--- src/rtl/memStage_consts.svh ---
`ifndef MEM_STAGE_CONSTS_SVH
`define MEM_STAGE_CONSTS_SVH

// Data and address width
`define XLEN 32

// Register index width
`define REG_IDX_W 5

// Data memory depth in 32-bit words
// 256 words, indexed by address bits 9 to 2
`define DMEM_WORDS 256

`endif
--- src/rtl/memPkg.sv ---
`default_nettype none

// Shared encodings for the memory-access slice
package memPkg;

    // Access width of a load or store
    // Bits 1:0 give the size (00 word, 01 byte, 10 halfword)
    // Bit 2 set means zero extension on loads
    // Stores look at the size only
    typedef enum logic [2:0] {
        widthWord  = 3'b000,
        widthByteS = 3'b001,
        widthHalfS = 3'b010,
        widthByteU = 3'b101,
        widthHalfU = 3'b110
    } widthSrcT;

    // Value written back to the register file
    // Codes 0 to 3 double as the forwarding mux select
    typedef enum logic [2:0] {
        resAlu      = 3'b000,
        resPcTarget = 3'b001,
        resPcPlus4  = 3'b010,
        resImm      = 3'b011,
        resMem      = 3'b100
    } resultSrcT;

endpackage

`default_nettype wire

--- src/rtl/loadReduce.sv ---
`default_nettype none
`timescale 1ns/1ps
`include "memStage_consts.svh"

module loadReduce (
    input  logic [`XLEN-1:0]  readWord,
    input  memPkg::widthSrcT  widthSrc,
    input  logic [1:0]        addrLow,
    output logic [`XLEN-1:0]  reducedData
);
    import memPkg::*;

    logic [7:0]  byteSel;
    logic [15:0] halfSel;

    always_comb begin
        // Lane picked by the address offset
        byteSel = readWord[{addrLow, 3'b000} +: 8];
        // Upper or lower halfword, bit 0 is zero for aligned loads
        halfSel = addrLow[1] ? readWord[31:16] : readWord[15:0];

        case (widthSrc)
            widthByteS: reducedData = {{(`XLEN-8){byteSel[7]}}, byteSel};
            widthByteU: reducedData = {{(`XLEN-8){1'b0}}, byteSel};
            widthHalfS: reducedData = {{(`XLEN-16){halfSel[15]}}, halfSel};
            widthHalfU: reducedData = {{(`XLEN-16){1'b0}}, halfSel};
            // Word load passes straight through
            default:    reducedData = readWord;
        endcase
    end

endmodule

`default_nettype wire

--- config.mk ---
export PLATFORM = sky130hd
export DESIGN_NAME = loadReduce
export DESIGN_NICKNAME = d
export VERILOG_FILES = /design/src/rtl/memPkg.sv /design/src/rtl/loadReduce.sv
export VERILOG_INCLUDE_DIRS = /design/src /design/src/rtl
export SDC_FILE = /design/constraint.sdc
export NUM_CORES = 1
export LEC_CHECK = 0
export ABC_AREA = 1
export BUFFER_PORTS_ARGS = -buffer_cell sky130_fd_sc_hd__buf_4
export CORE_MARGIN = 5
export CORE_UTILIZATION = 38
export DETAILED_ROUTE_END_ITERATION = 8
export MAX_ROUTING_LAYER = met4
export PLACE_DENSITY = 0.83
export SYNTH_ARGS = -nofsm -noshare
export SYNTH_HDL_FRONTEND = slang
export SYNTH_SLANG_ARGS = --single-unit
--- constraint.sdc ---
create_clock -name vclk -period 0.99
set_input_delay 0.198 -clock vclk [all_inputs]
set_output_delay 0.198 -clock vclk [all_outputs]
set_load 0.05 [all_outputs]
==> results.yml, run 1 <==
outcome:
  status: "did not finish"
  lastStage: "4_1_cts"
  firstError: "[ERROR DPL-0038] Utilization greater than 100%, impossible to legalize"
cts:
  hold_buffers: 0
  postCtsSetupBuffers: 6
  cts-resized-gates: 137
logic_synthesis:
  synth_area_leaders: "nand2_1 38%, nand3_1 14%, nand3_2 10%"
  syn_nets: 220
  ys_types: 16
  ys_seq_area_share_pct: 0
  ys_warn_count: 0
  yosys-top-cells-count: "91 x nand2_1, 26 x nand3_1, 15 x inv_1"
  synth_top_area_share_pct: 38.0
  syn_inst: 183
  syn_area_sq_um: 898
  synth_top_cell_by_area: "nand2_1"
  synthMostInstantiatedCell: "nand2_1"
  avgSynthCellArea_sq_um: 4.91
placement:
  gp_congestion: 0.869
  io_buffers: 69
  pre_cts_ws_ns: -0.434
  dp_hpwl_mm: 3.22
  placed_area_sq_um: 1940
die:
  core.rowCount: 17
  die-height_um: 58.6
  die_w_um: 58.6
  initial_core_util_pct: 40.2
  ioPinCount: 69
-- cells by family after synthesis --
| family | after synthesis | synth area share (%) |
|---|---|---|
| and+or+nand+nor | 149 | 77.7 |
| AOI/OAI and AO/OA | 6 | 5.01 |
| buffers and inverters | 28 | 17.3 |
-- per-stage QoR --
stage | cells | TNS (ns) | hold WS, ns
2_1_floorplan | 183 | -6.04 | 0.562
3_3_place_gp | 289 | -12.21 | 0.776
3_5_place_dp | 289 | -13.02 | 0.789
==> run 2, diff against run 1 <==
--- a/config.mk
+++ b/config.mk
@@ -8,11 +8,10 @@
 export LEC_CHECK = 0
 export ABC_AREA = 1
 export BUFFER_PORTS_ARGS = -buffer_cell sky130_fd_sc_hd__buf_4
-export CORE_MARGIN = 5
-export CORE_UTILIZATION = 38
+export CORE_AREA = 5 5 66 68
 export DETAILED_ROUTE_END_ITERATION = 8
-export MAX_ROUTING_LAYER = met4
-export PLACE_DENSITY = 0.83
+export DIE_AREA = 0 0 71 73
+export PLACE_DENSITY_LB_ADDON = 0.15
 export SYNTH_ARGS = -nofsm -noshare
 export SYNTH_HDL_FRONTEND = slang
 export SYNTH_SLANG_ARGS = --single-unit
==> constraint.sdc (replaced) <==
create_clock -name vclk -period 1.3
set_input_delay 0.26 -clock vclk [all_inputs]
set_output_delay 0.26 -clock vclk [all_outputs]
set_load 0.05 [all_outputs]
==> run 2 against run 1 <==
- the flow now finishes, with violations (negative setup slack)
- synthesized area unchanged
- synthesized cell count is the same
==> results.yml, run 2 <==
worst_hold_path:
  hold_end: "reducedData[6]"
  min_path_cells: 4
  min_from: "readWord[14]"
  hold_class: "in -> out"
critical_path:
  start_kind: "primary input"
  worstPathMaxFanout: 5
  cpMostUsedCell: "nand2_2"
  slowest_delay_ns: 0.14
  cp_cell_sequence: "buf_12 > clkinv_8 > buf_4 > buf_4 > nand2_2 > nand2_2 > nand3_2 > nand2_1 > nand2_1 > nand2_2 > buf_8"
  startpoint: "addrLow[1]"
  slowest_stage: "buf_4"
  crit_type: "in -> out"
  end_kind: "output pin"
  cp.required_ns: 1.04
  critPathArrivalTime_ns: 1.21
layout:
  drive_gt1_share_pct: 63.5
  final_common_cell: "nand2_1"
  areaGrowthSynthToFinish_pct: 188
  final-seq-area_sq_um: 0
  nets: 316
  insertedDiodeCount: 0
  layout_common_cells: "74 x nand2_1, 47 x buf_4, 34 x buf_8, 29 x nand3_4, 14 x buf_6"
  numSequentialCells: 0
  utilization_pct: 68.1
  clock_buffers: 0
die:
  core.rowCount: 23
  initial_core_util_pct: 23.6
  die-height_um: 73
  die_area_sq_um: 5180
  core-area_sq_um: 3800
  die_w_um: 71
  ioPinCount: 69
timing:
  rsz0062_at_grt: "true"
  post-route-min-period_ns: 1.47
  drv_slew: 0
  setup_viol: 32
  min_period_over_period_pct: 113
  worstMarginPinSlew_ns: 0.268
  tns_ns: -4.35
  fin_ws_ns: -0.166
  final_hold_viol_count: 0
  relSlewSlack_pct: 82.1
  clock.fmax_mhz: 682
  hold_ws_ns: 0.863
logic_synthesis:
  ys_types: 16
  synth_top_family_by_area: "simple AND/OR/NAND/NOR gates"
  yosys.area_share.adder_pct: 0
  synthMostInstantiatedCell: "nand2_1"
  syn_inst: 183
  yosys.area_share.simple_pct: 77.7
  ys_warn_count: 0
  yosys-top-cells-count: "91 x nand2_1, 26 x nand3_1, 15 x inv_1"
  synth_compound_area_share_pct: 5.01
  avgSynthCellArea_sq_um: 4.91
  ys_seq_area_share_pct: 0
  synth-xor-area-share_pct: 0
  syn_nets: 220
  syn_area_sq_um: 898
  synth_mux_area_share_pct: 0
  synth_top_cell_by_area: "nand2_1"
  synth_top_area_share_pct: 38.0
  synth_area_leaders: "nand2_1 38%, nand3_1 14%, nand3_2 10%"
outcome:
  status: "finished with violations"
  violations: "negative setup slack"
detailed_routing:
  drt_iter0_markers: 65
  wire_per_inst_um: 14.1
  drcViolationCount: 0
  dr.pass1.iters: 4
  num_vias: 1523
  wl_mm: 4.61
  via_per_inst: 4.66
  drtAntennaViolNets: 0
pwr:
  powerDensity_nw_per_um2: 557
  power_mw: 1.44
  p_leak_nw: 1.38
  ir_worst_vdd_v: 0.000269
grt:
  grt_pass1_vias: 1564
  grt.overflow.total: 0
  grt_use_total_pct: 17.7
  grt_max_degree: 26
  antenna_found_initial: 0
  grt_pass1_wl_mm: 7.56
run:
  maxCapViolCount: 0
placement:
  pre_cts_ws_ns: -0.407
  gp_congestion: 0.801
  io_buffers: 69
  dp_hpwl_mm: 3.07
cts:
  hold_buffers: 0
## run 2: per-layer routing
metal	wire length, um	share of wire, %	vias to the layer above	global-route usage [%]
met2	2580	56	49	34.6
met4	44	0.95	0	1.88
met5	0	0	-	0
li1	-	-	767	-
met3	232	5.0	6	1.65
met1	1750	38	701	21.4
## run 2: timing repair
item	in CTS	in global routing
hold endpoints to repair	0	0
setup endpoints to repair	32	32
gates cloned	4	0
buffers inserted	12	2
pin swaps	27	17
resized for setup	124	28
## run 2: cell families after synthesis
group / after synthesis
and+or+nand+nor: 149
buffers and inverters: 28
AOI/OAI and AO/OA: 6
## run 2: through the flow
step                instances  cell area [sq um]
floorplan                 183               1200
global placement          313               1870
detailed placement        313               1870
CTS                       329               2520
global route              327               2590
finish                    327               2590
## run 2: how the worst max path moves through the flow
stage / end / slack, ns
finish: reducedData[3] / -0.17
global route: reducedData[1] / -0.22
CTS: reducedData[4] / -0.20
detailed placement: reducedData[15] / -0.41
global placement: reducedData[29] / -0.38
floorplan: reducedData[16] / -0.12
## run 2: cell type report
| type | instances | area, sq um |
|---|---|---|
| multi-input cells | 156 | 1250 |
| repair buffers | 103 | 1170 |
| fillers | 318 | 1210 |
| well taps | 50 | 62.6 |
| inverters | 18 | 103 |
## run 2: where the power goes
part / internal (mW) / switching [mW] / leakage, nW
clock network: 0 / 0 / 0
registers: 0 / 0 / 0
logic: 0.631 / 0.811 / 1.38
total: 0.631 / 0.811 / 1.38
## run 2: critical path, delay by kind of cell
| family | cells | cell delay (ns) |
|---|---|---|
| buf+inv | 5 | 0.59 |
| simple gates | 6 | 0.34 |
No activity file was read; power rests on OpenSTA's default activity.
==> run 3, diff against run 2 <==
--- a/config.mk
+++ b/config.mk
@@ -6,8 +6,7 @@
 export SDC_FILE = /design/constraint.sdc
 export NUM_CORES = 1
 export LEC_CHECK = 0
-export ABC_AREA = 1
-export BUFFER_PORTS_ARGS = -buffer_cell sky130_fd_sc_hd__buf_4
+export BUFFER_PORTS_ARGS = -buffer_cell sky130_fd_sc_hd__buf_2
 export CORE_AREA = 5 5 66 68
 export DETAILED_ROUTE_END_ITERATION = 8
 export DIE_AREA = 0 0 71 73
==> run 3 against run 2 <==
- the flow still finishes with violations (negative setup slack)
- die area unchanged
- synthesized cell count decreased by 27%
- design area decreased by 19%
- total power is 16% lower
- combinational power fell by 15%
- setup slack got worse by 0.27 ns
- synthesized area is 7.2% higher
==> results.yml, run 3 <==
die:
  die_w_um: 71
  die-height_um: 73
  ioPinCount: 69
  core.rowCount: 23
  die_area_sq_um: 5180
  core-area_sq_um: 3800
  initial_core_util_pct: 25.4
pwr:
  powerDensity_nw_per_um2: 578
  power_mw: 1.22
  ir_worst_vdd_v: 0.000312
  p_leak_nw: 0.968
layout:
  drive_gt1_share_pct: 67.4
  nets: 272
  final_area_sq_um: 2100
  final_common_cell: "buf_4"
  clock_buffers: 0
  numSequentialCells: 0
  areaGrowthSynthToFinish_pct: 118
  layout_common_cells: "54 x buf_4, 33 x buf_2, 16 x o211ai_1, 15 x o21ai_0, 14 x buf_6"
  insertedDiodeCount: 0
  utilization_pct: 55.4
  final_cells: 283
  final-seq-area_sq_um: 0
critical_path:
  start_kind: "primary input"
  crit_type: "in -> out"
  critPathCapture: "reducedData[21]"
  startpoint: "addrLow[0]"
  cp.required_ns: 1.04
  end_kind: "output pin"
  worstPathMaxFanout: 12
  critPathArrivalTime_ns: 1.48
logic_synthesis:
  synth_top_cell_by_area: "o211ai_1"
  avgSynthCellArea_sq_um: 7.24
  yosys-top-cells-count: "18 x o21ai_0, 16 x o211ai_1, 9 x a21oi_1, 9 x mux2i_1"
  synth_top_area_share_pct: 12.5
  ys_seq_area_share_pct: 0
  synthMostInstantiatedCell: "o21ai_0"
  ys_types: 33
  ys_warn_count: 0
  syn_area_sq_um: 963
  syn_inst: 133
  synth_area_leaders: "o211ai_1 12%, mux2i_1 9.4%, o21ai_0 9.4%"
  syn_nets: 170
detailed_routing:
  drtAntennaViolNets: 0
  num_vias: 1507
  drt_iter0_markers: 45
  dr.pass1.iters: 4
  via_per_inst: 5.33
  wire_per_inst_um: 15.8
  wl_mm: 4.47
  drcViolationCount: 0
timing:
  worstMarginPinSlew_ns: 0.287
  drv_slew: 0
  fin_ws_ns: -0.439
  clock.fmax_mhz: 575
  final_hold_viol_count: 0
  tns_ns: -11.78
  rsz0062_at_grt: "true"
  hold_ws_ns: 0.888
  setup_viol: 32
  post-route-min-period_ns: 1.74
  relSlewSlack_pct: 80.9
  min_period_over_period_pct: 134
outcome:
  violations: "negative setup slack"
  status: "finished with violations"
grt:
  grt_pass1_wl_mm: 7.19
  grt_pass1_vias: 1562
  grt_use_total_pct: 16.3
  grt_max_degree: 25
  antenna_found_initial: 0
  grt.overflow.total: 0
placement:
  io_buffers: 69
  gp_congestion: 0.806
  pre_cts_ws_ns: -0.501
  dp_hpwl_mm: 3.44
  placed_cells: 272
  placed_area_sq_um: 1640
cts:
  hold_buffers: 0
run:
  maxCapViolCount: 0
worst_hold_path:
  hold_class: "in -> out"
==> run 3: worst max-delay path, stage by stage <==
cell and delay [ns]:
buf_8 0.11, mux2_4 0.31, a32oi_4 0.26, clkbuf_16 0.23
o211ai_1 0.11, buf_4 0.20
==> run 3: per-layer routing <==
metal / vias to the layer above / global-route usage (%) / part of all wire [%]
li1: 746 / - / -
met1: 723 / 21.1 / 43
met2: 36 / 31.0 / 52
met3: 2 / 0.826 / 4.0
met4: 0 / 1.25 / 0.31
met5: - / 0 / 0
==> run 3: cell families after synthesis <==
kind of cell,count (synthesis),synth area share [%]
compound gates,68,53.0
mux,12,13.2
simple gates,33,21.6
buf+inv,20,12.2
==> run 3: where the power goes <==
group	internal [mW]	leakage, nW	switching [mW]
Clock	0	0	0
Sequential	0	0	0
Combinational	0.518	0.968	0.698
Total	0.518	0.968	0.698
==> run 3: cell type report <==
cell class / instances / area (sq um)
fill: 374 / 1690
timing repair buffer: 118 / 1040
multi-input combinational: 113 / 998
tap: 50 / 62.6
inverter: 2 / 7.51
==> run 3: worst min path at each step <==
| stage | start | end | slack [ns] | cells after the start |
|---|---|---|---|---|
| global placement | readWord[4] | reducedData[4] | 0.97 | 3 |
| CTS | readWord[2] | reducedData[2] | 0.89 | 3 |
| floorplan | readWord[15] | reducedData[15] | 0.72 | 2 |
| finish | readWord[4] | reducedData[4] | 0.89 | 3 |
| global route | readWord[2] | reducedData[2] | 0.90 | 3 |
| detailed placement | readWord[2] | reducedData[2] | 0.97 | 3 |
==> run 3: repair_timing <==
action | in CTS | in global routing
buffers inserted | 4 | 5
endpoints found under the hold margin | 0 | 0
gates resized for setup | 81 | 15
setup endpoints to repair | 32 | 32
gates cloned | 1 | 1
pin swaps | 12 | 8
==> run 4, diff against run 3 <==
--- a/config.mk
+++ b/config.mk
@@ -10,6 +10,7 @@
 export CORE_AREA = 5 5 66 68
 export DETAILED_ROUTE_END_ITERATION = 8
 export DIE_AREA = 0 0 71 73
+export MAX_ROUTING_LAYER = met4
 export PLACE_DENSITY_LB_ADDON = 0.15
 export SYNTH_ARGS = -nofsm -noshare
 export SYNTH_HDL_FRONTEND = slang
==> run 4 against run 3 <==
- maximum frequency hardly changed
- the flow still finishes with violations (negative setup slack)
- total power hardly changed
- count of clock-buffer cells in the layout stayed put
- global-route usage is 0.48 points higher
- critical path depth stayed put
==> results.yml, run 4 (same netlist as run 3, synthesis figures left out) <==
layout:
  final_area_sq_um: 2100
  numSequentialCells: 0
  clock_buffers: 0
  layout_common_cells: "54 x buf_4, 33 x buf_2, 16 x o211ai_1, 15 x o21ai_0, 14 x buf_6"
  areaGrowthSynthToFinish_pct: 118
  final_cells: 283
  insertedDiodeCount: 0
  final-seq-area_sq_um: 0
  final_common_cell: "buf_4"
  drive_gt1_share_pct: 67.4
  nets: 272
placement:
  placed_cells: 272
  pre_cts_ws_ns: -0.501
  placed_area_sq_um: 1640
  dp_hpwl_mm: 3.44
  io_buffers: 69
  gp_congestion: 0.818
critical_path:
  crit_buf_inv: 3
  cp_cell_sequence: "buf_8 > mux2_4 > a32oi_4 > clkbuf_16 > o211ai_1 > buf_4"
  cp.required_ns: 1.04
  crit_type: "in -> out"
  slowest_stage: "mux2_4"
  end_kind: "output pin"
  slowest_delay_ns: 0.31
  worstPathMaxFanout: 12
  cp_top_family: "buffers and inverters"
  start_kind: "primary input"
  critPathArrivalTime_ns: 1.48
detailed_routing:
  drt_iter0_markers: 58
  drcViolationCount: 0
  num_vias: 1506
  wire_per_inst_um: 15.8
  via_per_inst: 5.32
  drtAntennaViolNets: 0
  wl_mm: 4.48
  dr.pass1.iters: 4
timing:
  worstMarginPinSlew_ns: 0.287
  clock.fmax_mhz: 575
  hold_ws_ns: 0.888
  fin_ws_ns: -0.439
  rsz0062_at_grt: "true"
  post-route-min-period_ns: 1.74
  setup_viol: 32
  final_hold_viol_count: 0
  drv_slew: 0
  relSlewSlack_pct: 80.9
  min_period_over_period_pct: 134
die:
  core.rowCount: 23
  core-area_sq_um: 3800
  die_area_sq_um: 5180
  initial_core_util_pct: 25.4
  ioPinCount: 69
  die-height_um: 73
  die_w_um: 71
cts:
  hold_buffers: 0
pwr:
  swShare_pct: 57.4
  p_leak_nw: 0.968
  powerDensity_nw_per_um2: 577
  power.share.clock_pct: 0
  internal_power_mw: 0.518
  ir_worst_vdd_v: 0.000312
  pwr-share-seq_pct: 0
  power_mw: 1.22
  netSwitchingPower_mw: 0.697
  combPwrFrac_pct: 100.0
grt:
  grt.overflow.total: 0
  antenna_found_initial: 0
  grt_use_total_pct: 16.8
  grt_pass1_vias: 1560
  grt_max_degree: 25
  grt_pass1_wl_mm: 7.20
worst_hold_path:
  hold_class: "in -> out"
outcome:
  violations: "negative setup slack"
  status: "finished with violations"
run:
  maxCapViolCount: 0
[run 4: cell counts in the layout (fill, tap and decap cells not counted)]
No cell type changed its count.
[run 4: final cells by class]
class              instances  area (sq um)
fillers                  374          1690
repair buffers           118          1040
multi-input cells        113           998
well taps                 50          62.6
inverters                  2          7.51
[run 4: per-layer routing]
metal	vias up	track usage, %	wire length [um]
li1	746	-	-
met1	709	21.3	1960
met2	49	31.0	2310
met3	2	0.413	190
met4	0	1.25	14
met5	-	-	0
[run 4: final timing paths]
path | startpoint | endpoint | slack (ns) | cells after the start
hold / removal | readWord[4] | reducedData[4] | 0.89 | 3
setup / recovery | addrLow[0] | reducedData[21] | -0.44 | 6
[run 4: per-stage QoR]
| stage | util, % | TNS [ns] |
|---|---|---|
| after floorplan | - | -14.45 |
| after global placement | 43.1 | -14.12 |
| after detailed placement | 43.1 | -14.79 |
| after CTS | 52.0 | -11.81 |
| after global routing | 55.4 | -13.07 |
| final | 55.4 | -11.78 |
[run 4: what timing repair did]
action                                  4_1_cts  5_1_grt
setup buffers                                 4        5
cloned                                        1        1
gates resized for setup                      81       15
pin swaps                                    12        7
endpoints found under the setup margin       32       32
[run 4: power by group through the flow]
stage | Sequential, mW | Combinational, mW | Clock (mW)
finish | 0 | 1.22 | 0
global route | 0 | 1.28 | 0
CTS | 0 | 1.16 | 0
detailed placement | 0 | 0.979 | 0
global placement | 0 | 0.970 | 0
floorplan | 0 | 0.685 | 0
[run 4: worst min-delay path: cells and delay by family]
kind	cells	cell delay, ns
buffers and inverters	2	0.22
AOI/OAI and AO/OA	1	0.15
